--- src/hw/dcache_pkg.sv ---
package dcache_pkg;

    // cache geometry: 16 KB, 2 ways, 16-byte lines
    localparam int WORD_BITS      = 32;
    localparam int LINE_BITS      = 128;
    localparam int WORDS_PER_LINE = 4;   // also the write-back beat count
    localparam int NUM_WAYS       = 2;
    localparam int NUM_SETS       = 512;
    localparam int BYTE_OFF_BITS  = 2;
    localparam int WORD_SEL_BITS  = 2;
    localparam int INDEX_BITS     = 9;
    localparam int TAG_BITS       = 19;
    localparam int BE_BITS        = 4;

    // request controller states
    localparam logic [1:0] CS_IDLE   = 2'd0;
    localparam logic [1:0] CS_LOOKUP = 2'd1;
    localparam logic [1:0] CS_WB     = 2'd2;
    localparam logic [1:0] CS_REFILL = 2'd3;

    // bus engine states
    localparam logic [1:0] PS_IDLE    = 2'd0;
    localparam logic [1:0] PS_WB      = 2'd1;
    localparam logic [1:0] PS_RD_REQ  = 2'd2;
    localparam logic [1:0] PS_RD_WAIT = 2'd3;

    // one address word, seen flat or split into cache fields
    typedef union packed {
        logic [WORD_BITS-1:0] flat;
        struct packed {
            logic [TAG_BITS-1:0]      tag;
            logic [INDEX_BITS-1:0]    index;
            logic [WORD_SEL_BITS-1:0] word_sel;
            logic [BYTE_OFF_BITS-1:0] byte_off;
        } fields;
    } dcache_addr_u;

endpackage
--- src/hw/mem_xfer_if.sv ---
`timescale 1ns/1ps

interface mem_xfer_if;
    import dcache_pkg::*;

    // write-back of a dirty victim
    logic                 wb_req;      // single cycle
    dcache_addr_u         wb_addr;     // held until wb_done
    logic [LINE_BITS-1:0] wb_line;
    logic                 wb_done;

    // line refill
    logic                 refill_req;  // single cycle
    dcache_addr_u         refill_addr;
    logic                 refill_done; // same cycle as dev_rvalid
    logic [LINE_BITS-1:0] refill_line;

    modport ctrl (
        output wb_req, wb_addr, wb_line, refill_req, refill_addr,
        input  wb_done, refill_done, refill_line
    );

    modport port (
        input  wb_req, wb_addr, wb_line, refill_req, refill_addr,
        output wb_done, refill_done, refill_line
    );

endinterface

--- src/hw/array_port_if.sv ---
`timescale 1ns/1ps

interface array_port_if;
    import dcache_pkg::*;

    // controller side
    dcache_addr_u           lookup_addr;  // latched request address
    logic                   commit;       // hit completes this cycle
    logic                   commit_write; // store hit, merge wdata
    logic [WORD_BITS-1:0]   wdata;
    logic [BE_BITS-1:0]     be;
    logic                   fill;
    logic [LINE_BITS-1:0]   fill_line;

    // store side, all follow lookup_addr
    logic                   hit;
    logic [WORD_BITS-1:0]   hit_word;
    logic                   victim_dirty;
    dcache_addr_u           victim_addr;  // line aligned
    logic [LINE_BITS-1:0]   victim_line;

    modport ctrl (
        output lookup_addr, commit, commit_write, wdata, be, fill, fill_line,
        input  hit, hit_word, victim_dirty, victim_addr, victim_line
    );

    modport store (
        input  lookup_addr, commit, commit_write, wdata, be, fill, fill_line,
        output hit, hit_word, victim_dirty, victim_addr, victim_line
    );

endinterface

--- src/hw/dcache_ctrl.sv ---
`timescale 1ns/1ps

module dcache_ctrl (
    input  logic                              cpu_clk,
    input  logic                              cpu_rstn,
    input  logic [dcache_pkg::BE_BITS-1:0]    data_ren,
    input  logic [dcache_pkg::BE_BITS-1:0]    data_wen,
    input  logic [dcache_pkg::WORD_BITS-1:0]  data_addr,
    input  logic [dcache_pkg::WORD_BITS-1:0]  data_wdata,
    output logic                              data_valid,
    output logic [dcache_pkg::WORD_BITS-1:0]  data_rdata,
    output logic                              data_wresp,
    array_port_if.ctrl                        arr,
    mem_xfer_if.ctrl                          mem
);
    import dcache_pkg::*;

    logic [1:0]           state;
    logic                 is_write;
    dcache_addr_u         req_addr;
    logic [WORD_BITS-1:0] req_wdata;
    logic [BE_BITS-1:0]   req_be;
    logic                 accept;
    logic                 lookup_hit;
    logic                 lookup_miss;

    assign accept      = (state == CS_IDLE) && ((|data_wen) || (|data_ren));
    assign lookup_hit  = (state == CS_LOOKUP) && arr.hit;
    assign lookup_miss = (state == CS_LOOKUP) && !arr.hit;

    // store lookup always runs on the latched request
    assign arr.lookup_addr  = req_addr;
    assign arr.wdata        = req_wdata;
    assign arr.be           = req_be;
    assign arr.commit       = lookup_hit;
    assign arr.commit_write = lookup_hit && is_write;
    assign arr.fill         = (state == CS_REFILL) && mem.refill_done;
    assign arr.fill_line    = mem.refill_line;

    // victim stays put until the fill, no latch needed
    assign mem.wb_req      = lookup_miss && arr.victim_dirty;
    assign mem.wb_addr     = arr.victim_addr;
    assign mem.wb_line     = arr.victim_line;
    assign mem.refill_req  = (lookup_miss && !arr.victim_dirty) ||
                             (state == CS_WB && mem.wb_done);
    assign mem.refill_addr = req_addr;

    always_ff @(posedge cpu_clk or negedge cpu_rstn) begin
        if (!cpu_rstn) begin
            state      <= CS_IDLE;
            is_write   <= 1'b0;
            data_valid <= 1'b0;
            data_wresp <= 1'b0;
        end else begin
            data_valid <= 1'b0;
            data_wresp <= 1'b0;
            case (state)
                CS_IDLE: begin
                    if (accept) begin
                        is_write <= |data_wen;  // stores win over loads
                        state    <= CS_LOOKUP;
                    end
                end
                CS_LOOKUP: begin
                    if (arr.hit) begin
                        data_valid <= !is_write;
                        data_wresp <= is_write;
                        state      <= CS_IDLE;
                    end else if (arr.victim_dirty) begin
                        state <= CS_WB;
                    end else begin
                        state <= CS_REFILL;
                    end
                end
                CS_WB: begin
                    if (mem.wb_done) state <= CS_REFILL;
                end
                CS_REFILL: begin
                    if (mem.refill_done) state <= CS_LOOKUP;  // replay, now hits
                end
                default: state <= CS_IDLE;
            endcase
        end
    end

    // request latch, CPU may move on after the accepting edge
    always_ff @(posedge cpu_clk) begin
        if (accept) begin
            req_addr.flat <= data_addr;
            req_wdata     <= data_wdata;
            req_be        <= data_wen;
        end
    end

    always_ff @(posedge cpu_clk) begin
        if (lookup_hit) begin
            data_rdata <= arr.hit_word;
        end
    end

endmodule

--- src/flat_wrapper.sv ---
// flat-port wrapper written by rule: the top's interface ports become plain ports
module dcache_ctrl_flat import dcache_pkg::*;
  (cpu_clk, cpu_rstn, data_ren, data_wen, data_addr, data_wdata, data_valid, data_rdata, data_wresp, arr_lookup_addr, arr_commit, arr_commit_write, arr_wdata, arr_be, arr_fill, arr_fill_line, arr_hit, arr_hit_word, arr_victim_dirty, arr_victim_addr, arr_victim_line, mem_wb_req, mem_wb_addr, mem_wb_line, mem_refill_req, mem_refill_addr, mem_wb_done, mem_refill_done, mem_refill_line);
  array_port_if arr_i ();
  mem_xfer_if mem_i ();
  input  logic cpu_clk;
  input  logic cpu_rstn;
  input  logic [dcache_pkg::BE_BITS-1:0] data_ren;
  input  logic [dcache_pkg::BE_BITS-1:0] data_wen;
  input  logic [dcache_pkg::WORD_BITS-1:0] data_addr;
  input  logic [dcache_pkg::WORD_BITS-1:0] data_wdata;
  output logic data_valid;
  output logic [dcache_pkg::WORD_BITS-1:0] data_rdata;
  output logic data_wresp;
  output wire logic [$bits(arr_i.lookup_addr)-1:0] arr_lookup_addr;
  output wire logic [$bits(arr_i.commit)-1:0] arr_commit;
  output wire logic [$bits(arr_i.commit_write)-1:0] arr_commit_write;
  output wire logic [$bits(arr_i.wdata)-1:0] arr_wdata;
  output wire logic [$bits(arr_i.be)-1:0] arr_be;
  output wire logic [$bits(arr_i.fill)-1:0] arr_fill;
  output wire logic [$bits(arr_i.fill_line)-1:0] arr_fill_line;
  input wire logic [$bits(arr_i.hit)-1:0] arr_hit;
  input wire logic [$bits(arr_i.hit_word)-1:0] arr_hit_word;
  input wire logic [$bits(arr_i.victim_dirty)-1:0] arr_victim_dirty;
  input wire logic [$bits(arr_i.victim_addr)-1:0] arr_victim_addr;
  input wire logic [$bits(arr_i.victim_line)-1:0] arr_victim_line;
  output wire logic [$bits(mem_i.wb_req)-1:0] mem_wb_req;
  output wire logic [$bits(mem_i.wb_addr)-1:0] mem_wb_addr;
  output wire logic [$bits(mem_i.wb_line)-1:0] mem_wb_line;
  output wire logic [$bits(mem_i.refill_req)-1:0] mem_refill_req;
  output wire logic [$bits(mem_i.refill_addr)-1:0] mem_refill_addr;
  input wire logic [$bits(mem_i.wb_done)-1:0] mem_wb_done;
  input wire logic [$bits(mem_i.refill_done)-1:0] mem_refill_done;
  input wire logic [$bits(mem_i.refill_line)-1:0] mem_refill_line;
  assign arr_lookup_addr = arr_i.lookup_addr;
  assign arr_commit = arr_i.commit;
  assign arr_commit_write = arr_i.commit_write;
  assign arr_wdata = arr_i.wdata;
  assign arr_be = arr_i.be;
  assign arr_fill = arr_i.fill;
  assign arr_fill_line = arr_i.fill_line;
  assign arr_i.hit = arr_hit;
  assign arr_i.hit_word = arr_hit_word;
  assign arr_i.victim_dirty = arr_victim_dirty;
  assign arr_i.victim_addr = arr_victim_addr;
  assign arr_i.victim_line = arr_victim_line;
  assign mem_wb_req = mem_i.wb_req;
  assign mem_wb_addr = mem_i.wb_addr;
  assign mem_wb_line = mem_i.wb_line;
  assign mem_refill_req = mem_i.refill_req;
  assign mem_refill_addr = mem_i.refill_addr;
  assign mem_i.wb_done = mem_wb_done;
  assign mem_i.refill_done = mem_refill_done;
  assign mem_i.refill_line = mem_refill_line;
  dcache_ctrl u_core (.cpu_clk(cpu_clk), .cpu_rstn(cpu_rstn), .data_ren(data_ren), .data_wen(data_wen), .data_addr(data_addr), .data_wdata(data_wdata), .data_valid(data_valid), .data_rdata(data_rdata), .data_wresp(data_wresp), .arr(arr_i), .mem(mem_i));
endmodule
--- config.mk ---
export PLATFORM = sky130hd
export DESIGN_NAME = dcache_ctrl_flat
export DESIGN_NICKNAME = d
export VERILOG_FILES = /design/src/hw/dcache_pkg.sv /design/src/hw/mem_xfer_if.sv /design/src/hw/array_port_if.sv /design/src/hw/dcache_ctrl.sv /design/src/flat_wrapper.sv
export SDC_FILE = /design/constraint.sdc
export NUM_CORES = 1
export LEC_CHECK = 0
export CORE_AREA = 3 3 322 324
export CTS_BUF_LIST = sky130_fd_sc_hd__clkbuf_8
export DETAILED_ROUTE_END_ITERATION = 16
export DIE_AREA = 0 0 325 327
export DONT_BUFFER_PORTS = 1
export GPL_TIMING_DRIVEN = 1
export PLACE_DENSITY_LB_ADDON = 0.1
export SLEW_MARGIN = 15
export SYNTH_ARGS = -nofsm -noshare
export SYNTH_HDL_FRONTEND = slang
export SYNTH_SLANG_ARGS = --single-unit
export TNS_END_PERCENT = 1
--- constraint.sdc ---
create_clock -name cpu_clk -period 9.5 [get_ports cpu_clk]
set_input_delay 0.95 -clock cpu_clk [delete_from_list [all_inputs] [get_ports cpu_clk]]
set_output_delay 0.95 -clock cpu_clk [all_outputs]
set_load 0.01 [all_outputs]
==> flow_metrics.tcl <==
set metrics [dict create \
    fin_crit_ps 2828 \
    io_pins 825 \
    rsz0062_at_grt "no" \
    die_width_um 325 \
    grt_pass1_wl_um 20700 \
    ff2ff_setup_slack_ps 7220 \
    numCtsBuffers 9 \
    port_buffers 0 \
    cp_max_fo 34 \
    final_layout_size_suffix_gt1_share_pct 13.73 \
    slew_viol_final 0 \
    syn-mean-instance-area_um2 12.69 \
    rr_endpoint "u_core.arr.lookup_addr[14]$_DFFE_PP_" \
    grt_usage_pct 3.145 \
    grt_pass1_vias 2057 \
    worst_path_largest_cell_delay_ps 440 \
    clock_path_buffers 2 \
    synthTopCellsByCount "buf_4 (320), edfxtp_1 (100), dfrtp_1 (5)" \
    grt_start_max_net_pins 69 \
    clock-root-buffer "clkbuf_8" \
    synthCells 455 \
    setup_violations 0 \
    vias 1834 \
    avgRoutedWirePerCell_um 11.34 \
    tritoncts "done" \
    max_freq_ghz 0.3536 \
    ant_nets 0 \
    start_kind "flop" \
    required_ps 8550 \
    path_delay_family "buffers and inverters" \
    yosysMostFrequentCell "buf_4" \
    hold_buffers 0 \
    period_share_pct 29.77 \
    gp_congestion 0.6022 \
    endpoint_kind "output pin" \
    die_h_um 327 \
    clkTransAtPathRegs_ps 140 \
    maxCapViolCount 0 \
    r2r_start "u_core.state[0]$_DFFE_PN0P_" \
    nets 550 \
    antenna_found_initial 8 \
    hp-class "input pin to asynchronous set/reset pin" \
    critPathKind "flop to output pin" \
    h-tree-depth 3 \
    first_pass_iters 3 \
    worstMarginPinSlew_ps 1020 \
    netlist.area_leader.share_pct 52.00 \
    cts_setup_buffers 0 \
    cp.arrival_ps 1880 \
    via_per_inst 1.203 \
    grt-ovfl-total 0 \
    area_growth_pct -8.147 \
    syn-cell-area_um2 5774 \
    yosysSeqAreaShare_pct 54.17 \
    cp_cell_sequence "inv_1 > ha_1 > and2_2 > buf_4" \
    synth_top_cell_by_area "edfxtp_1" \
    coreArea_um2 101400 \
    synthDistinctLibCells 16 \
    cp.buffers_inverters 2 \
    ys.flop_type "edfxtp_1" \
    cp_slowest_cell "dfrtp_1" \
    synth-seq-cells 105 \
    drc 0 \
    insertion_delay_ps 470 \
    finalHoldViolCount 0 \
    power_density_nw_per_um2 253.9 \
    skew_ps 37.26 \
    yosysWarnings 0 \
    cts_resized 0 \
    dpl.hpwl_um 13360 \
    synth_edf_count 100 \
    synthesis.nets 857 \
    relSlewSlack_pct 32.03 \
    synth_area_leaders "edfxtp_1 (52%), buf_4 (42%), dfrtp_1 (2.2%), ha_1 (0.87%), nor4_4 (0.74%)" \
    r2r_cells 5 \
    dieArea_um2 106300 \
    drt_wl_total_um 17290 \
    status "finished clean" \
    drt_iter0_drc 109 \
    async_flop_share_pct 4.762 \
    p_leak_nw 1.243 \
    initial_core_util_pct 5.692 \
    final_cells 1525 \
    dp.cells 1505 \
    final.setup.tns_ps 0 \
    cts_sinks 105 \
    fp-row-count 117 \
    vdd_drop_max_mv 0.1057 \
]
[routing by layer]
metal / global-route usage, % / vias to the layer above / share of wire, %
li1: - / 559 / -
met1: 2.614 / 767 / 31
met2: 3.662 / 417 / 39
met3: 4.127 / 89 / 24
met4: 2.535 / 2 / 5.7
met5: 0.04529 / - / 0.040
[power by group]
part / leakage, nW / switching [mW] / internal, mW / total, mW
clock network: 0.101 / 0.198 / 0.104 / 0.302
logic: 0.128 / 0.118 / 0.0267 / 0.144
registers: 1.01 / 0.190 / 0.710 / 0.900
[layout by cell type (no fill, tap or decap), types with 2 or more instances in the layout]
master      n
o21ai_0     4
and3_1      2
clkinv_4    2
edfxtp_1  100
inv_1       6
clkbuf_8   10
nor4_4      2
diode_2     4
nor2b_1     4
ha_1        4
and2_1      2
buf_4       2
mux2i_1     2
dfrtp_1     5
[sequential cells by signal, summed over array words and instances (netlist names)]
signal and count:
u_core.data_valid 1, u_core.state 2, u_core.data_rdata 32, u_core.is_write 1
u_core.arr.be 4, u_core.arr.lookup_addr 32, u_core.data_wresp 1, u_core.arr.wdata 32
[area by class of cell]
class | count | area, µm²
inverter | 4 | 15.01
clock inverter | 6 | 45.04
antenna | 4 | 10.01
tap | 1368 | 1712
fill | 11812 | 96140
sequential | 105 | 3128
clock buffer | 10 | 137.6
multi-input combinational | 26 | 241.5
timing repair buffer | 2 | 15.01
[worst max path at each step]
| stage | endpoint | from | slack (ps) | depth (start not counted) |
|---|---|---|---|---|
| after floorplan | u_core.arr.be[0]$_DFFE_PP_ | data_ren[0] | 4670 | 2 |
| after global placement | u_core.arr.lookup_addr[28]$_DFFE_PP_ | data_ren[1] | 6900 | 3 |
| after detailed placement | u_core.arr.lookup_addr[28]$_DFFE_PP_ | data_ren[1] | 6860 | 3 |
| after global routing | arr_commit | u_core.state[1]$_DFFE_PN0P_ | 6460 | 4 |
| after CTS | arr_commit | u_core.state[1]$_DFFE_PN0P_ | 6540 | 4 |
| final | arr_commit | u_core.state[1]$_DFFE_PN0P_ | 6670 | 4 |
[per-stage QoR]
step / cell area, µm² / utilization (%) / worst slack [ps] / power [mW] / hold WS (ps)
6_report: 5304 / 5.228 / 6672 / 1.347 / 142.7
5_1_grt: 5301 / 5.226 / 6463 / 1.452 / 36.21
4_1_cts: 5294 / 5.218 / 6539 / 1.422 / 8.615
3_5_place_dp: 5111 / 5.038 / 6856 / 1.079 / 575.7
3_3_place_gp: 5111 / 5.038 / 6905 / 1.086 / 580.1
2_1_floorplan: 5774 / - / 4666 / 1.155 / 426.1
[kinds of logic after synthesis]
| kind of cell | Yosys count | share of synthesized area, % |
|---|---|---|
| buffers and inverters | 324 | 41.86 |
| DFF | 105 | 54.17 |
| and+or+nand+nor | 13 | 1.885 |
| AOI/OAI and AO/OA | 7 | 0.8666 |
| adders and majority gates | 4 | 0.8668 |
| muxes | 2 | 0.3467 |
Note: power is estimated with default switching activity, not from simulation.
