===== config.mk =====
export PLATFORM = sky130hd
export DESIGN_NAME = dcache_mem_port_flat
export DESIGN_NICKNAME = d
export VERILOG_FILES = /design/src/hw/dcache_pkg.sv /design/src/hw/mem_xfer_if.sv /design/src/hw/dcache_mem_port.sv /design/src/flat_wrapper.sv
export SDC_FILE = /design/constraint.sdc
export NUM_CORES = 1
export LEC_CHECK = 0
export ABC_AREA = 1
export CAP_MARGIN = 10
export CORE_AREA = 2 2 218 220
export CTS_BUF_LIST = sky130_fd_sc_hd__clkbuf_8
export DETAILED_ROUTE_END_ITERATION = 8
export DIE_AREA = 0 0 220 222
export DONT_BUFFER_PORTS = 1
export PLACE_DENSITY = 0.3
export SYNTH_ARGS = -nofsm -noshare
export SYNTH_HDL_FRONTEND = slang
export SYNTH_SLANG_ARGS = --single-unit

===== constraint.sdc =====
create_clock -name cpu_clk -period 3.35 [get_ports cpu_clk]
set_input_delay 0.8375 -clock cpu_clk [delete_from_list [all_inputs] [get_ports cpu_clk]]
set_output_delay 0.8375 -clock cpu_clk [all_outputs]
set_load 0.005 [all_outputs]

===== src/hw/dcache_pkg.sv =====
package dcache_pkg;

    // cache geometry: 16 KB, 2 ways, 16-byte lines
    localparam int WORD_BITS      = 32;
    localparam int LINE_BITS      = 128;
    localparam int WORDS_PER_LINE = 4;   // also the write-back beat count
    localparam int NUM_WAYS       = 2;
    localparam int NUM_SETS       = 512;
    localparam int BYTE_OFF_BITS  = 2;
    localparam int WORD_SEL_BITS  = 2;
    localparam int INDEX_BITS     = 9;
    localparam int TAG_BITS       = 19;
    localparam int BE_BITS        = 4;

    // request controller states
    localparam logic [1:0] CS_IDLE   = 2'd0;
    localparam logic [1:0] CS_LOOKUP = 2'd1;
    localparam logic [1:0] CS_WB     = 2'd2;
    localparam logic [1:0] CS_REFILL = 2'd3;

    // bus engine states
    localparam logic [1:0] PS_IDLE    = 2'd0;
    localparam logic [1:0] PS_WB      = 2'd1;
    localparam logic [1:0] PS_RD_REQ  = 2'd2;
    localparam logic [1:0] PS_RD_WAIT = 2'd3;

    // one address word, seen flat or split into cache fields
    typedef union packed {
        logic [WORD_BITS-1:0] flat;
        struct packed {
            logic [TAG_BITS-1:0]      tag;
            logic [INDEX_BITS-1:0]    index;
            logic [WORD_SEL_BITS-1:0] word_sel;
            logic [BYTE_OFF_BITS-1:0] byte_off;
        } fields;
    } dcache_addr_u;

endpackage

===== src/hw/mem_xfer_if.sv =====
`timescale 1ns/1ps

interface mem_xfer_if;
    import dcache_pkg::*;

    // write-back of a dirty victim
    logic                 wb_req;      // single cycle
    dcache_addr_u         wb_addr;     // held until wb_done
    logic [LINE_BITS-1:0] wb_line;
    logic                 wb_done;

    // line refill
    logic                 refill_req;  // single cycle
    dcache_addr_u         refill_addr;
    logic                 refill_done; // same cycle as dev_rvalid
    logic [LINE_BITS-1:0] refill_line;

    modport ctrl (
        output wb_req, wb_addr, wb_line, refill_req, refill_addr,
        input  wb_done, refill_done, refill_line
    );

    modport port (
        input  wb_req, wb_addr, wb_line, refill_req, refill_addr,
        output wb_done, refill_done, refill_line
    );

endinterface


===== src/hw/dcache_mem_port.sv =====
`timescale 1ns/1ps

module dcache_mem_port (
    input  logic                                cpu_clk,
    input  logic                                cpu_rstn,
    input  logic                                dev_wrdy,
    output logic [dcache_pkg::BE_BITS-1:0]      cpu_wen,
    output logic [dcache_pkg::WORD_BITS-1:0]    cpu_waddr,
    output logic [dcache_pkg::WORD_BITS-1:0]    cpu_wdata,
    input  logic                                dev_rrdy,
    output logic [dcache_pkg::BE_BITS-1:0]      cpu_ren,
    output logic [dcache_pkg::WORD_BITS-1:0]    cpu_raddr,
    input  logic                                dev_rvalid,
    input  logic [dcache_pkg::LINE_BITS-1:0]    dev_rdata,
    mem_xfer_if.port                            mem
);
    import dcache_pkg::*;

    logic [1:0]               state;
    logic [WORD_SEL_BITS-1:0] beat_cnt;  // beat on the bus
    logic [WORD_SEL_BITS-1:0] beat_sel;  // beat being loaded
    logic                     last_beat;
    logic                     load_beat;
    dcache_addr_u             beat_addr;
    dcache_addr_u             line_addr;

    assign last_beat = (beat_cnt == WORDS_PER_LINE - 1);
    assign load_beat = (state == PS_IDLE && mem.wb_req) ||
                       (state == PS_WB && dev_wrdy && !last_beat);

    always_comb begin
        beat_sel                    = (state == PS_IDLE) ? '0 : beat_cnt + 1'b1;
        beat_addr                   = mem.wb_addr;
        beat_addr.fields.word_sel   = beat_sel;
        beat_addr.fields.byte_off   = '0;
        line_addr                   = mem.refill_addr;
        line_addr.fields.word_sel   = '0;
        line_addr.fields.byte_off   = '0;
    end

    // line returns straight from the bus
    assign mem.refill_done = (state == PS_RD_WAIT) && dev_rvalid;
    assign mem.refill_line = dev_rdata;

    always_ff @(posedge cpu_clk or negedge cpu_rstn) begin
        if (!cpu_rstn) begin
            state       <= PS_IDLE;
            beat_cnt    <= '0;
            cpu_wen     <= '0;
            cpu_ren     <= '0;
            mem.wb_done <= 1'b0;
        end else begin
            mem.wb_done <= 1'b0;
            case (state)
                PS_IDLE: begin
                    if (mem.wb_req) begin
                        cpu_wen  <= '1;
                        beat_cnt <= '0;
                        state    <= PS_WB;
                    end else if (mem.refill_req) begin
                        cpu_ren <= '1;
                        state   <= PS_RD_REQ;
                    end
                end
                PS_WB: begin
                    if (dev_wrdy) begin  // beat accepted
                        if (last_beat) begin
                            cpu_wen     <= '0;
                            mem.wb_done <= 1'b1;
                            state       <= PS_IDLE;
                        end else begin
                            beat_cnt <= beat_cnt + 1'b1;
                        end
                    end
                end
                PS_RD_REQ: begin
                    if (dev_rrdy) begin
                        cpu_ren <= '0;
                        state   <= PS_RD_WAIT;
                    end
                end
                PS_RD_WAIT: if (dev_rvalid) state <= PS_IDLE;
                default: state <= PS_IDLE;
            endcase
        end
    end

    // beat payload holds while dev_wrdy is low
    always_ff @(posedge cpu_clk) begin
        if (load_beat) begin
            cpu_waddr <= beat_addr.flat;
            cpu_wdata <= mem.wb_line[beat_sel*WORD_BITS +: WORD_BITS];
        end
        if (state == PS_IDLE && !mem.wb_req && mem.refill_req) begin
            cpu_raddr <= line_addr.flat;
        end
    end

endmodule


===== src/flat_wrapper.sv =====
// flat-port wrapper written by rule: the top's interface ports become plain ports
module dcache_mem_port_flat import dcache_pkg::*;
  (cpu_clk, cpu_rstn, dev_wrdy, cpu_wen, cpu_waddr, cpu_wdata, dev_rrdy, cpu_ren, cpu_raddr, dev_rvalid, dev_rdata, mem_wb_req, mem_wb_addr, mem_wb_line, mem_refill_req, mem_refill_addr, mem_wb_done, mem_refill_done, mem_refill_line);
  mem_xfer_if mem_i ();
  input  logic cpu_clk;
  input  logic cpu_rstn;
  input  logic dev_wrdy;
  output logic [dcache_pkg::BE_BITS-1:0] cpu_wen;
  output logic [dcache_pkg::WORD_BITS-1:0] cpu_waddr;
  output logic [dcache_pkg::WORD_BITS-1:0] cpu_wdata;
  input  logic dev_rrdy;
  output logic [dcache_pkg::BE_BITS-1:0] cpu_ren;
  output logic [dcache_pkg::WORD_BITS-1:0] cpu_raddr;
  input  logic dev_rvalid;
  input  logic [dcache_pkg::LINE_BITS-1:0] dev_rdata;
  input wire logic [$bits(mem_i.wb_req)-1:0] mem_wb_req;
  input wire logic [$bits(mem_i.wb_addr)-1:0] mem_wb_addr;
  input wire logic [$bits(mem_i.wb_line)-1:0] mem_wb_line;
  input wire logic [$bits(mem_i.refill_req)-1:0] mem_refill_req;
  input wire logic [$bits(mem_i.refill_addr)-1:0] mem_refill_addr;
  output wire logic [$bits(mem_i.wb_done)-1:0] mem_wb_done;
  output wire logic [$bits(mem_i.refill_done)-1:0] mem_refill_done;
  output wire logic [$bits(mem_i.refill_line)-1:0] mem_refill_line;
  assign mem_i.wb_req = mem_wb_req;
  assign mem_i.wb_addr = mem_wb_addr;
  assign mem_i.wb_line = mem_wb_line;
  assign mem_i.refill_req = mem_refill_req;
  assign mem_i.refill_addr = mem_refill_addr;
  assign mem_wb_done = mem_i.wb_done;
  assign mem_refill_done = mem_i.refill_done;
  assign mem_refill_line = mem_i.refill_line;
  dcache_mem_port u_core (.cpu_clk(cpu_clk), .cpu_rstn(cpu_rstn), .dev_wrdy(dev_wrdy), .cpu_wen(cpu_wen), .cpu_waddr(cpu_waddr), .cpu_wdata(cpu_wdata), .dev_rrdy(dev_rrdy), .cpu_ren(cpu_ren), .cpu_raddr(cpu_raddr), .dev_rvalid(dev_rvalid), .dev_rdata(dev_rdata), .mem(mem_i));
endmodule

==> impl_results.md, run 1 <==
- Post-CTS sizing: 0
- Root buf cell: clkbuf_8
- Worst ir drop on vdd: 0.563 mV
- Initial Util: 12.0%
- RSZ-0062 raised after global routing: false
- Die height: 222 um
- Slew margin rel.: 52.2%
- Setup violators final: 0
- Synth Register Bits: 97
- # rows: 79
- Largest net degree at the start of global routing: 57
- DR iter-0 viols: 178
- Crit path DAT: 1.31 ns
- Worst setup EP type: output pin
- Global Route met3 Usage: 4.27%
- Worst Tran Pin Value: 0.717 ns
- Worst-path clk slew: 0.11 ns
- RD Place Congestion: 0.708
- Util after Layout: 11.7%
- Initial antenna violation count: 0
- Post-route cell area: 0.00541 sq mm
- Critical path fanouts, max: 6
- CORE AREA: 0.0463 sq mm
- Worst Clk Skew: 0.0138 ns
- Unique masters post-synth: 24
- HP Class: in -> async
- Fin nets: 753
- Final critical-path share of the clock period: 64.2%
- Cts bufs inserted: 9
- Cell count after synthesis: 562
- Fill cell count: 5,292
- I/O pins: 561
- Worst EP required: 2.51 ns
- Final Hold Fails: 0
- Global-route wire length before repair: 28,000 um
- Cts hold-fix bufs: 0
- H-tree Lvls: 3
- Sequential fraction of the synthesis area: 51.8%
- # diodes: 0
- Vias: 3,209
- Area of the multi-input gates: 0.00134 sq mm
- Sink Count: 97
- Yosys warning count: 0
- Die W: 220 um
- Yosys top cell area share: 48.6%
- Crit path time final: 2.15 ns
- Max Clk Rate: 465 MHz
- HPWL after detailed placement: 17,600 um
- Drt pass-1 iters: 5
- Detail Route Antenna Nets: 0
- MaxCap Viol Count: 0
- DR vias/cell: 3.09
- DRT Wirelength: 21,600 um
- Drt wl/cell: 20.8 um
- Post-CTS setup buffers: 0
- Gr busiest metal: met2
- # DRC: 0
- Synthesized cell area: 0.00556 sq mm
- Synth area leader: edfxtp_1
- Synth area leaders: edfxtp_1 49%, buf_4 19%, nand2_1 14%
- Critical path launch point type: register
- Met1 usage: 6.44%
- Pwr/cell area: 921 mW/mm^2
- Total congestion overflow: 0
- Critical path class: reg -> out
- Port Buf Inserts: 0
- Area Overhead vs Synth: -2.72%
- P_leak: 0.00209 uW
- Clk_lat worst skew: 0.41 ns
- Synth Area per Inst: 9.89 sq um
- Vias in the first global route: 3,320
- TritonCTS clock tree: done
- Die area: 0.0488 sq mm
- CTS max path bufs: 2
- Met2 global-route usage: 16.8%
- Share of post-route cells with drive strength above 1: 14.0%
- Status: complete, no violations
- Total track usage: 8.49%
- Sum of negative setup slack: 0 ns
- Register area: 0.00288 sq mm
- Max-slew violations: 0
- Post-DP Area: 0.00520 sq mm
-- worst max-delay path, cell delays in order (launching register included) --
cell and delay, ns:
dfrtp_1 0.47, inv_2 0.09, nor3_1 0.36
-- synthesized netlist by cell type (all sizes together) --
master / instances
nand2: 207
edfxtp: 90
dfrtp: 7
buf: 152
clkbuf: 7
nand4: 1
ha: 1
a21oi: 2
nand3: 7
conb: 1
o211ai: 32
nor2: 4
nor3: 2
mux2i: 1
o21ai: 2
a21o: 1
inv: 45
-- layout make-up --
class,count,share of cell area [%]
Sequential cell,97,53.2
Timing Repair Buffer,6,1.06
Tap cell,607,14.1
Multi-Input combinational cell,266,24.7
Inverter,45,3.13
Clock buffer,9,2.29
Clock inverter,7,1.50
-- sequential cells by signal, indices dropped and copies added, names as in the netlist --
name / count
u_core.cpu_ren: 1
u_core.cpu_wdata: 32
u_core.mem.wb_done: 1
u_core.cpu_wen: 1
u_core.state: 2
u_core.cpu_raddr: 28
u_core.beat_cnt: 2
u_core.cpu_waddr: 30
-- placed cells by master, fill, tap and decap left out, types with 3 or more instances in the layout --
master	count
buf_4	5
clkbuf_8	9
conb_1	6
dfrtp_1	7
edfxtp_1	90
inv_1	42
inv_2	3
nand2_1	204
nand3_1	7
nor2_1	3
o211ai_2	30
-- final timing paths --
path,from,end,slack (ns),depth (start not counted)
min reg2reg,u_core.beat_cnt[1],u_core.beat_cnt[1],0.55,2
max in group asynchronous,cpu_rstn,u_core.state[0],3.17,0
min,cpu_rstn,u_core.beat_cnt[0],0.12,0
min in group cpu_clk,mem_refill_addr[20],u_core.cpu_raddr[20],0.51,0
max reg2reg,u_core.state[1],u_core.cpu_wdata[31],1.27,4
max,u_core.state[0],mem_refill_done,1.20,2
-- routing by layer --
metal  up-vias  share of wire [%]
met5         -                  0
met2       301                 56
li1       1381                  -
met4         0                3.8
met3        79                 12
met1      1448                 28
-- stage by stage --
stage,hold slack [ns],setup WS [ns],cells,power (uW)
global placement,0.514,1.21,1021,4330
detailed placement,0.527,1.23,1021,4330
finish,0.115,1.20,1037,4980
floorplan,0.482,0.00145,567,3880
global route,0.0692,1.07,1037,5480
CTS,0.0599,1.14,1037,5190
-- cell families (layout without fill, tap and decap cells) --
group	Yosys count	in the layout	synth area share [%]
muxes	1	1	0.180
adders and majority gates	1	1	0.225
DFF	97	97	51.8
and+or+nand+nor	221	221	15.5
buffers and inverters	204	67	24.7
AOI/OAI and AO/OA	37	37	7.52
other	1	6	0.0675
-- report_power, final --
group	internal, uW	switching (uW)	leakage, uW
registers	1910	304	0.000928
clock network	299	524	0.000103
logic	536	1400	0.00106
No activity file was read; power rests on OpenSTA's default activity.
==> run 2: changes to the inputs <==
==> constraint.sdc (replaced) <==
create_clock -name cpu_clk -period 2.2 [get_ports cpu_clk]
set_input_delay 0.55 -clock cpu_clk [delete_from_list [all_inputs] [get_ports cpu_clk]]
set_output_delay 0.55 -clock cpu_clk [all_outputs]
set_load 0.005 [all_outputs]
==> impl_results.md, run 2 (same netlist as run 1, synthesis figures left out) <==
- Max-slew violations: 0
- Most frequent cells in the layout: 204 x nand2_1, 90 x edfxtp_1, 42 x inv_1
- Vias: 3,155
- Pwr/cell area: 1390 mW/mm^2
- Crit-path slowest cell: dfrtp_1
- Slew margin rel.: 51.4%
- P_leak: 0.00212 uW
- Die height: 222 um
- DR vias/cell: 3.02
- Initial antenna violation count: 1
- Cell count after placement: 1,027
- Post-CTS sizing: 0
- Final Hold Fails: 0
- DRT Wirelength: 20,500 um
- RD Place Congestion: 0.683
- Die area: 0.0488 sq mm
- Critical path fanouts, max: 6
- Fin nets: 760
- R2R Path Start: u_core.state[0]
- HP Class: in -> reg
- Drt wl/cell: 19.6 um
- Worst-path clk slew: 0.13 ns
- H-tree Lvls: 3
- Crit path launch: u_core.state[0]
- Cts bufs inserted: 9
- Clk_lat worst skew: 0.41 ns
- Worst ir drop on vdd: 0.414 mV
- Detail Route Antenna Nets: 0
- HP Start: mem_refill_addr[14]
- Setup violators final: 0
- Sink Count: 97
- RSZ-0062 raised after global routing: false
- Worst Clk Skew: 0.0237 ns
- Util after Layout: 11.8%
- Critical path class: reg -> out
- Worst setup EP type: output pin
- R2r setup slk: 0.39 ns
- Final cell count without fillers: 1,045
- Area Overhead vs Synth: -1.53%
- # DRC: 0
- Crit path time final: 1.90 ns
- Total congestion overflow: 0
- HPWL after detailed placement: 16,700 um
- CTS max path bufs: 2
- Status: complete, no violations
- I/O pins: 561
- TritonCTS clock tree: done
- Final critical-path share of the clock period: 86.2%
- DR iter-0 viols: 131
- Total track usage: 7.94%
- Crit path DAT: 1.35 ns
- Worst Tran Pin Value: 0.728 ns
- # rows: 79
- Max Clk Rate: 527 MHz
- Post-CTS setup buffers: 0
- Port Buf Inserts: 0
- Share of post-route cells with drive strength above 1: 15.1%
- Largest register FFs: 32
- Drt pass-1 iters: 6
- Root buf cell: clkbuf_8
- Slowest cell delay on critical path: 0.46 ns
- Worst EP required: 1.65 ns
- CORE AREA: 0.0463 sq mm
- Cts hold-fix bufs: 1
- Sum of negative setup slack: 0 ns
- Most common cell after layout, fill and taps aside: nand2_1
- Worst-path cell chain: inv_2 > nor3_1
- Largest net degree at the start of global routing: 40
- Global-route wire length before repair: 26,400 um
- Top reg by flops: u_core.cpu_wdata
- Regs by FF count: u_core.cpu_wdata: 32 flops, u_core.cpu_waddr: 30 flops, u_core.cpu_raddr: 28 flops
- Vias in the first global route: 3,223
- Initial Util: 12.0%
- MaxCap Viol Count: 0
- Critical path launch point type: register
- Die W: 220 um
## run 2: metrics by stage
| step | power [uW] | hold WS (ns) | instance area, sq um | setup WS, ns |
|---|---|---|---|---|
| 2_1_floorplan | 5900 | 0.254 | 5580 | 0.00802 |
| 3_3_place_gp | 6690 | 0.255 | 5260 | 0.343 |
| 3_5_place_dp | 6670 | 0.255 | 5260 | 0.328 |
| 4_1_cts | 7950 | 0.174 | 5470 | 0.209 |
| 5_1_grt | 8400 | 0.180 | 5470 | 0.108 |
| 6_report | 7630 | 0.226 | 5470 | 0.304 |
## run 2: worst max-delay path: cells and delay by family (launching register included)
| family | cells | cell delay [ns] |
|---|---|---|
| simple gates | 1 | 0.41 |
| buf+inv | 1 | 0.09 |
| flops | 1 | 0.46 |
## run 2: worst paths after layout
| path | to | cells after the start |
|---|---|---|
| min in group asynchronous | u_core.cpu_wen[2] | 1 |
| max | mem_refill_done | 2 |
| max reg2reg | u_core.cpu_wdata[26] | 8 |
| min reg2reg | u_core.beat_cnt[1] | 2 |
| max in group asynchronous | u_core.state[1] | 1 |
| min | u_core.cpu_raddr[14] | 0 |
## run 2: routing by layer
layer  vias to the layer above  track usage (%)  wire length [um]
met2                       308             15.0             11000
met4                         0             5.61              1220
met3                        81             4.22              2510
met1                      1370             5.97              5740
li1                       1396                -                 -
met5                         -                0                 0
## run 2: area by class of cell
type	count	area [sq um]
antenna	1	2.50
clock buffer	9	124
clock inverter	7	71.3
fill	5283	40800
inverter	45	169
multi-input combinational	266	1340
sequential	97	2880
tap	607	759
timing repair buffer	13	125
## run 2: power breakdown
| group | internal [uW] | switching (uW) |
|---|---|---|
| combinational | 921 | 2140 |
| clock | 443 | 772 |
| sequential | 2910 | 441 |
==> run 3: changes to the inputs <==
--- a/config.mk
+++ b/config.mk
@@ -5,12 +5,11 @@
 export SDC_FILE = /design/constraint.sdc
 export NUM_CORES = 1
 export LEC_CHECK = 0
-export ABC_AREA = 1
 export CAP_MARGIN = 10
-export CORE_AREA = 2 2 218 220
+export CORE_AREA = 2 2 221 223
 export CTS_BUF_LIST = sky130_fd_sc_hd__clkbuf_8
 export DETAILED_ROUTE_END_ITERATION = 8
-export DIE_AREA = 0 0 220 222
+export DIE_AREA = 0 0 223 225
 export DONT_BUFFER_PORTS = 1
 export PLACE_DENSITY = 0.3
 export SYNTH_ARGS = -nofsm -noshare
==> impl_results.md, run 3 <==
- Util after Layout: 10.6%
- Drt wl/cell: 20.8 um
- Post-DP Area: 0.00483 sq mm
- Top post-synthesis cells by count: 140 x buf_4, 90 x edfxtp_1, 35 x nand2_1
- Fin nets: 585
- H-tree Lvls: 3
- Clk_lat worst skew: 0.41 ns
- Vias in the first global route: 2,499
- Unique masters post-synth: 27
- Port Buf Inserts: 0
- Cell count after synthesis: 386
- Largest register FFs: 32
- Setup violators final: 0
- Met1 usage: 4.06%
- Sequential fraction of the synthesis area: 57.1%
- Place WS: 0.204 ns
- RR Endpoint: u_core.cpu_wdata[0]
- # rows: 80
- Synthesized cell area: 0.00504 sq mm
- MaxCap Viol Count: 0
- Worst setup EP type: register
- Sequential share of power: 47.4%
- Vias: 2,460
- CTS max path bufs: 2
- Internal: 4390 uW
- Global-route wire length before repair: 22,600 um
- Gr busiest metal: met2
- Detail Route Antenna Nets: 0
- Crit path DAT: 2.20 ns
- # diodes: 0
- Yosys top cell area share: 53.6%
- Status: complete, no violations
- Slowest cell delay on critical path: 0.48 ns
- Critical path launch point type: register
- Synth Register Bits: 97
- Sink Count: 97
- Drt pass-1 iters: 4
- CP top delay family: flip-flops
- Final WS setup: 0.174 ns
- Worst-path clk slew: 0.12 ns
- Critical path fanouts, max: 32
- Psw: 2620 uW
- Fraction of registers with async set/reset: 7.22%
- Cts bufs inserted: 9
- Post-route cell area: 0.00503 sq mm
- Worst hold path depth: 0
- Number of synthesized flops with an enable pin: 90
- Hold WS: 0.227 ns
- TritonCTS clock tree: done
- Sum of negative setup slack: 0 ns
- R2r worst-path depth: 4
- Global Route met3 Usage: 3.79%
- Clk pwr share: 16.9%
- DR vias/cell: 2.81
- Die height: 225 um
- Most common cell after layout, fill and taps aside: edfxtp_1
- CORE AREA: 0.0475 sq mm
- Bufs and invs on worst path: 1
- Worst Hold Path EP: u_core.cpu_raddr[31]
- Final Hold Fails: 0
- Regs by FF count: u_core.cpu_wdata: 32 flops, u_core.cpu_waddr: 30 flops, u_core.cpu_raddr: 28 flops
- Total congestion overflow: 0
- Share of post-route cells with drive strength above 1: 13.7%
- RD Place Congestion: 0.739
- RSZ-0062 raised after global routing: false
- Crit path time final: 2.03 ns
- Pwr/cell area: 1390 mW/mm^2
- Max Clk Rate: 494 MHz
- Largest net degree at the start of global routing: 63
- Area Overhead vs Synth: -0.198%
- Primary FF master, synth: edfxtp_1
- R2R Path Start: u_core.beat_cnt[0]
- Switching Share: 37.4%
- DR iter-0 viols: 95
- Most numerous cell in the Yosys netlist: buf_4
- HP Start: mem_refill_addr[31]
- Post-CTS setup buffers: 0
- Combinational share of power: 35.6%
- P_leak: 0.00150 uW
- Yosys warning count: 0
- Fill cell count: 5,340
- Worst ir drop on vdd: 0.419 mV
- Met2 global-route usage: 14.5%
- Root buf cell: clkbuf_8
- Synth area leaders: edfxtp_1 54%, buf_4 21%, o221a_1 6.7%
- Crit-path slowest cell: dfrtp_2
- Initial antenna violation count: 1
- Synth Area per Inst: 13.1 sq um
- Max-slew violations: 0
- Die area: 0.0502 sq mm
- I/O pins: 561
- Worst Clk Skew: 0.0228 ns
- HP Class: in -> reg
- Total track usage: 6.86%
- R2r setup slk: 0.17 ns
- Final critical-path share of the clock period: 92.1%
- Worst EP required: 2.37 ns
- Critical path class: reg -> reg
- Top reg by flops: u_core.cpu_wdata
- Die W: 223 um
- HPWL after detailed placement: 15,300 um
- Worst-path cell chain: ha_2 > or3_1 > buf_4 > o221a_2
- DRT Wirelength: 18,300 um
- # DRC: 0
- Synth area leader: edfxtp_1
- Most frequent cells in the layout: 90 x edfxtp_1, 35 x nand2_1, 33 x mux2i_1
- Initial Util: 10.6%
## run 3: how the worst max path moves through the flow
stage                       startpoint              endpoint  slack (ns)  cells past startpoint
floorplan                     dev_wrdy  u_core.cpu_waddr[10]       0.002                      3
global placement    u_core.beat_cnt[0]   u_core.cpu_wdata[0]        0.23                      4
detailed placement  u_core.beat_cnt[0]   u_core.cpu_wdata[0]        0.20                      4
CTS                 u_core.beat_cnt[0]   u_core.cpu_wdata[1]        0.18                      4
global route        u_core.beat_cnt[0]   u_core.cpu_wdata[1]        0.13                      4
finish              u_core.beat_cnt[0]   u_core.cpu_wdata[0]        0.17                      4
## run 3: area by class of cell
class	instances	area [sq um]	share of cell area, %
clock buffer	9	124	2.46
clock inverter	7	71.3	1.42
inverter	3	11.3	0.224
multi-input combinational	135	1070	21.2
sequential	97	2880	57.2
tap	615	769	15.3
timing repair buffer	11	110	2.19
## run 3: metrics by stage
stage | std cells | total power, uW
after floorplan | 391 | 5300
after detailed placement | 860 | 5950
after CTS | 877 | 7200
after global routing | 877 | 7460
final | 877 | 7010
after global placement | 860 | 5900
## run 3: cell families (layout without fill, tap and decap cells)
kind of cell	count (synthesis)	count (layout)	share of synthesized area [%]
adder cells (fa/ha/maj)	1	1	0.248
multiplexers	35	35	7.00
AO/OA/AOI/OAI	46	46	8.84
other	1	6	0.0744
buffers and inverters	159	30	22.9
flip-flops	97	97	57.1
AND/OR/NAND/NOR	47	47	3.85
## run 3: power by group through the flow
stage          Combinational (uW)  Clock, uW  Sequential (uW)
2_1_floorplan                2110          0             3190
3_3_place_gp                 2480          0             3420
3_5_place_dp                 2550          0             3400
4_1_cts                      2560       1280             3350
5_1_grt                      2720       1340             3400
6_report                     2500       1190             3330
## run 3: repair_timing
action | in CTS | in global routing
resized for setup | 0 | 0
hold endpoints to repair | 7 | 0
hold buffers | 1 | 0
## run 3: per-layer routing
layer | vias to the layer above | share of wire, % | routed length [um]
met5 | - | 0 | 0
met4 | 0 | 4.8 | 872
met3 | 76 | 13 | 2390
met2 | 291 | 60 | 11000
met1 | 1109 | 22 | 3990
li1 | 984 | - | -
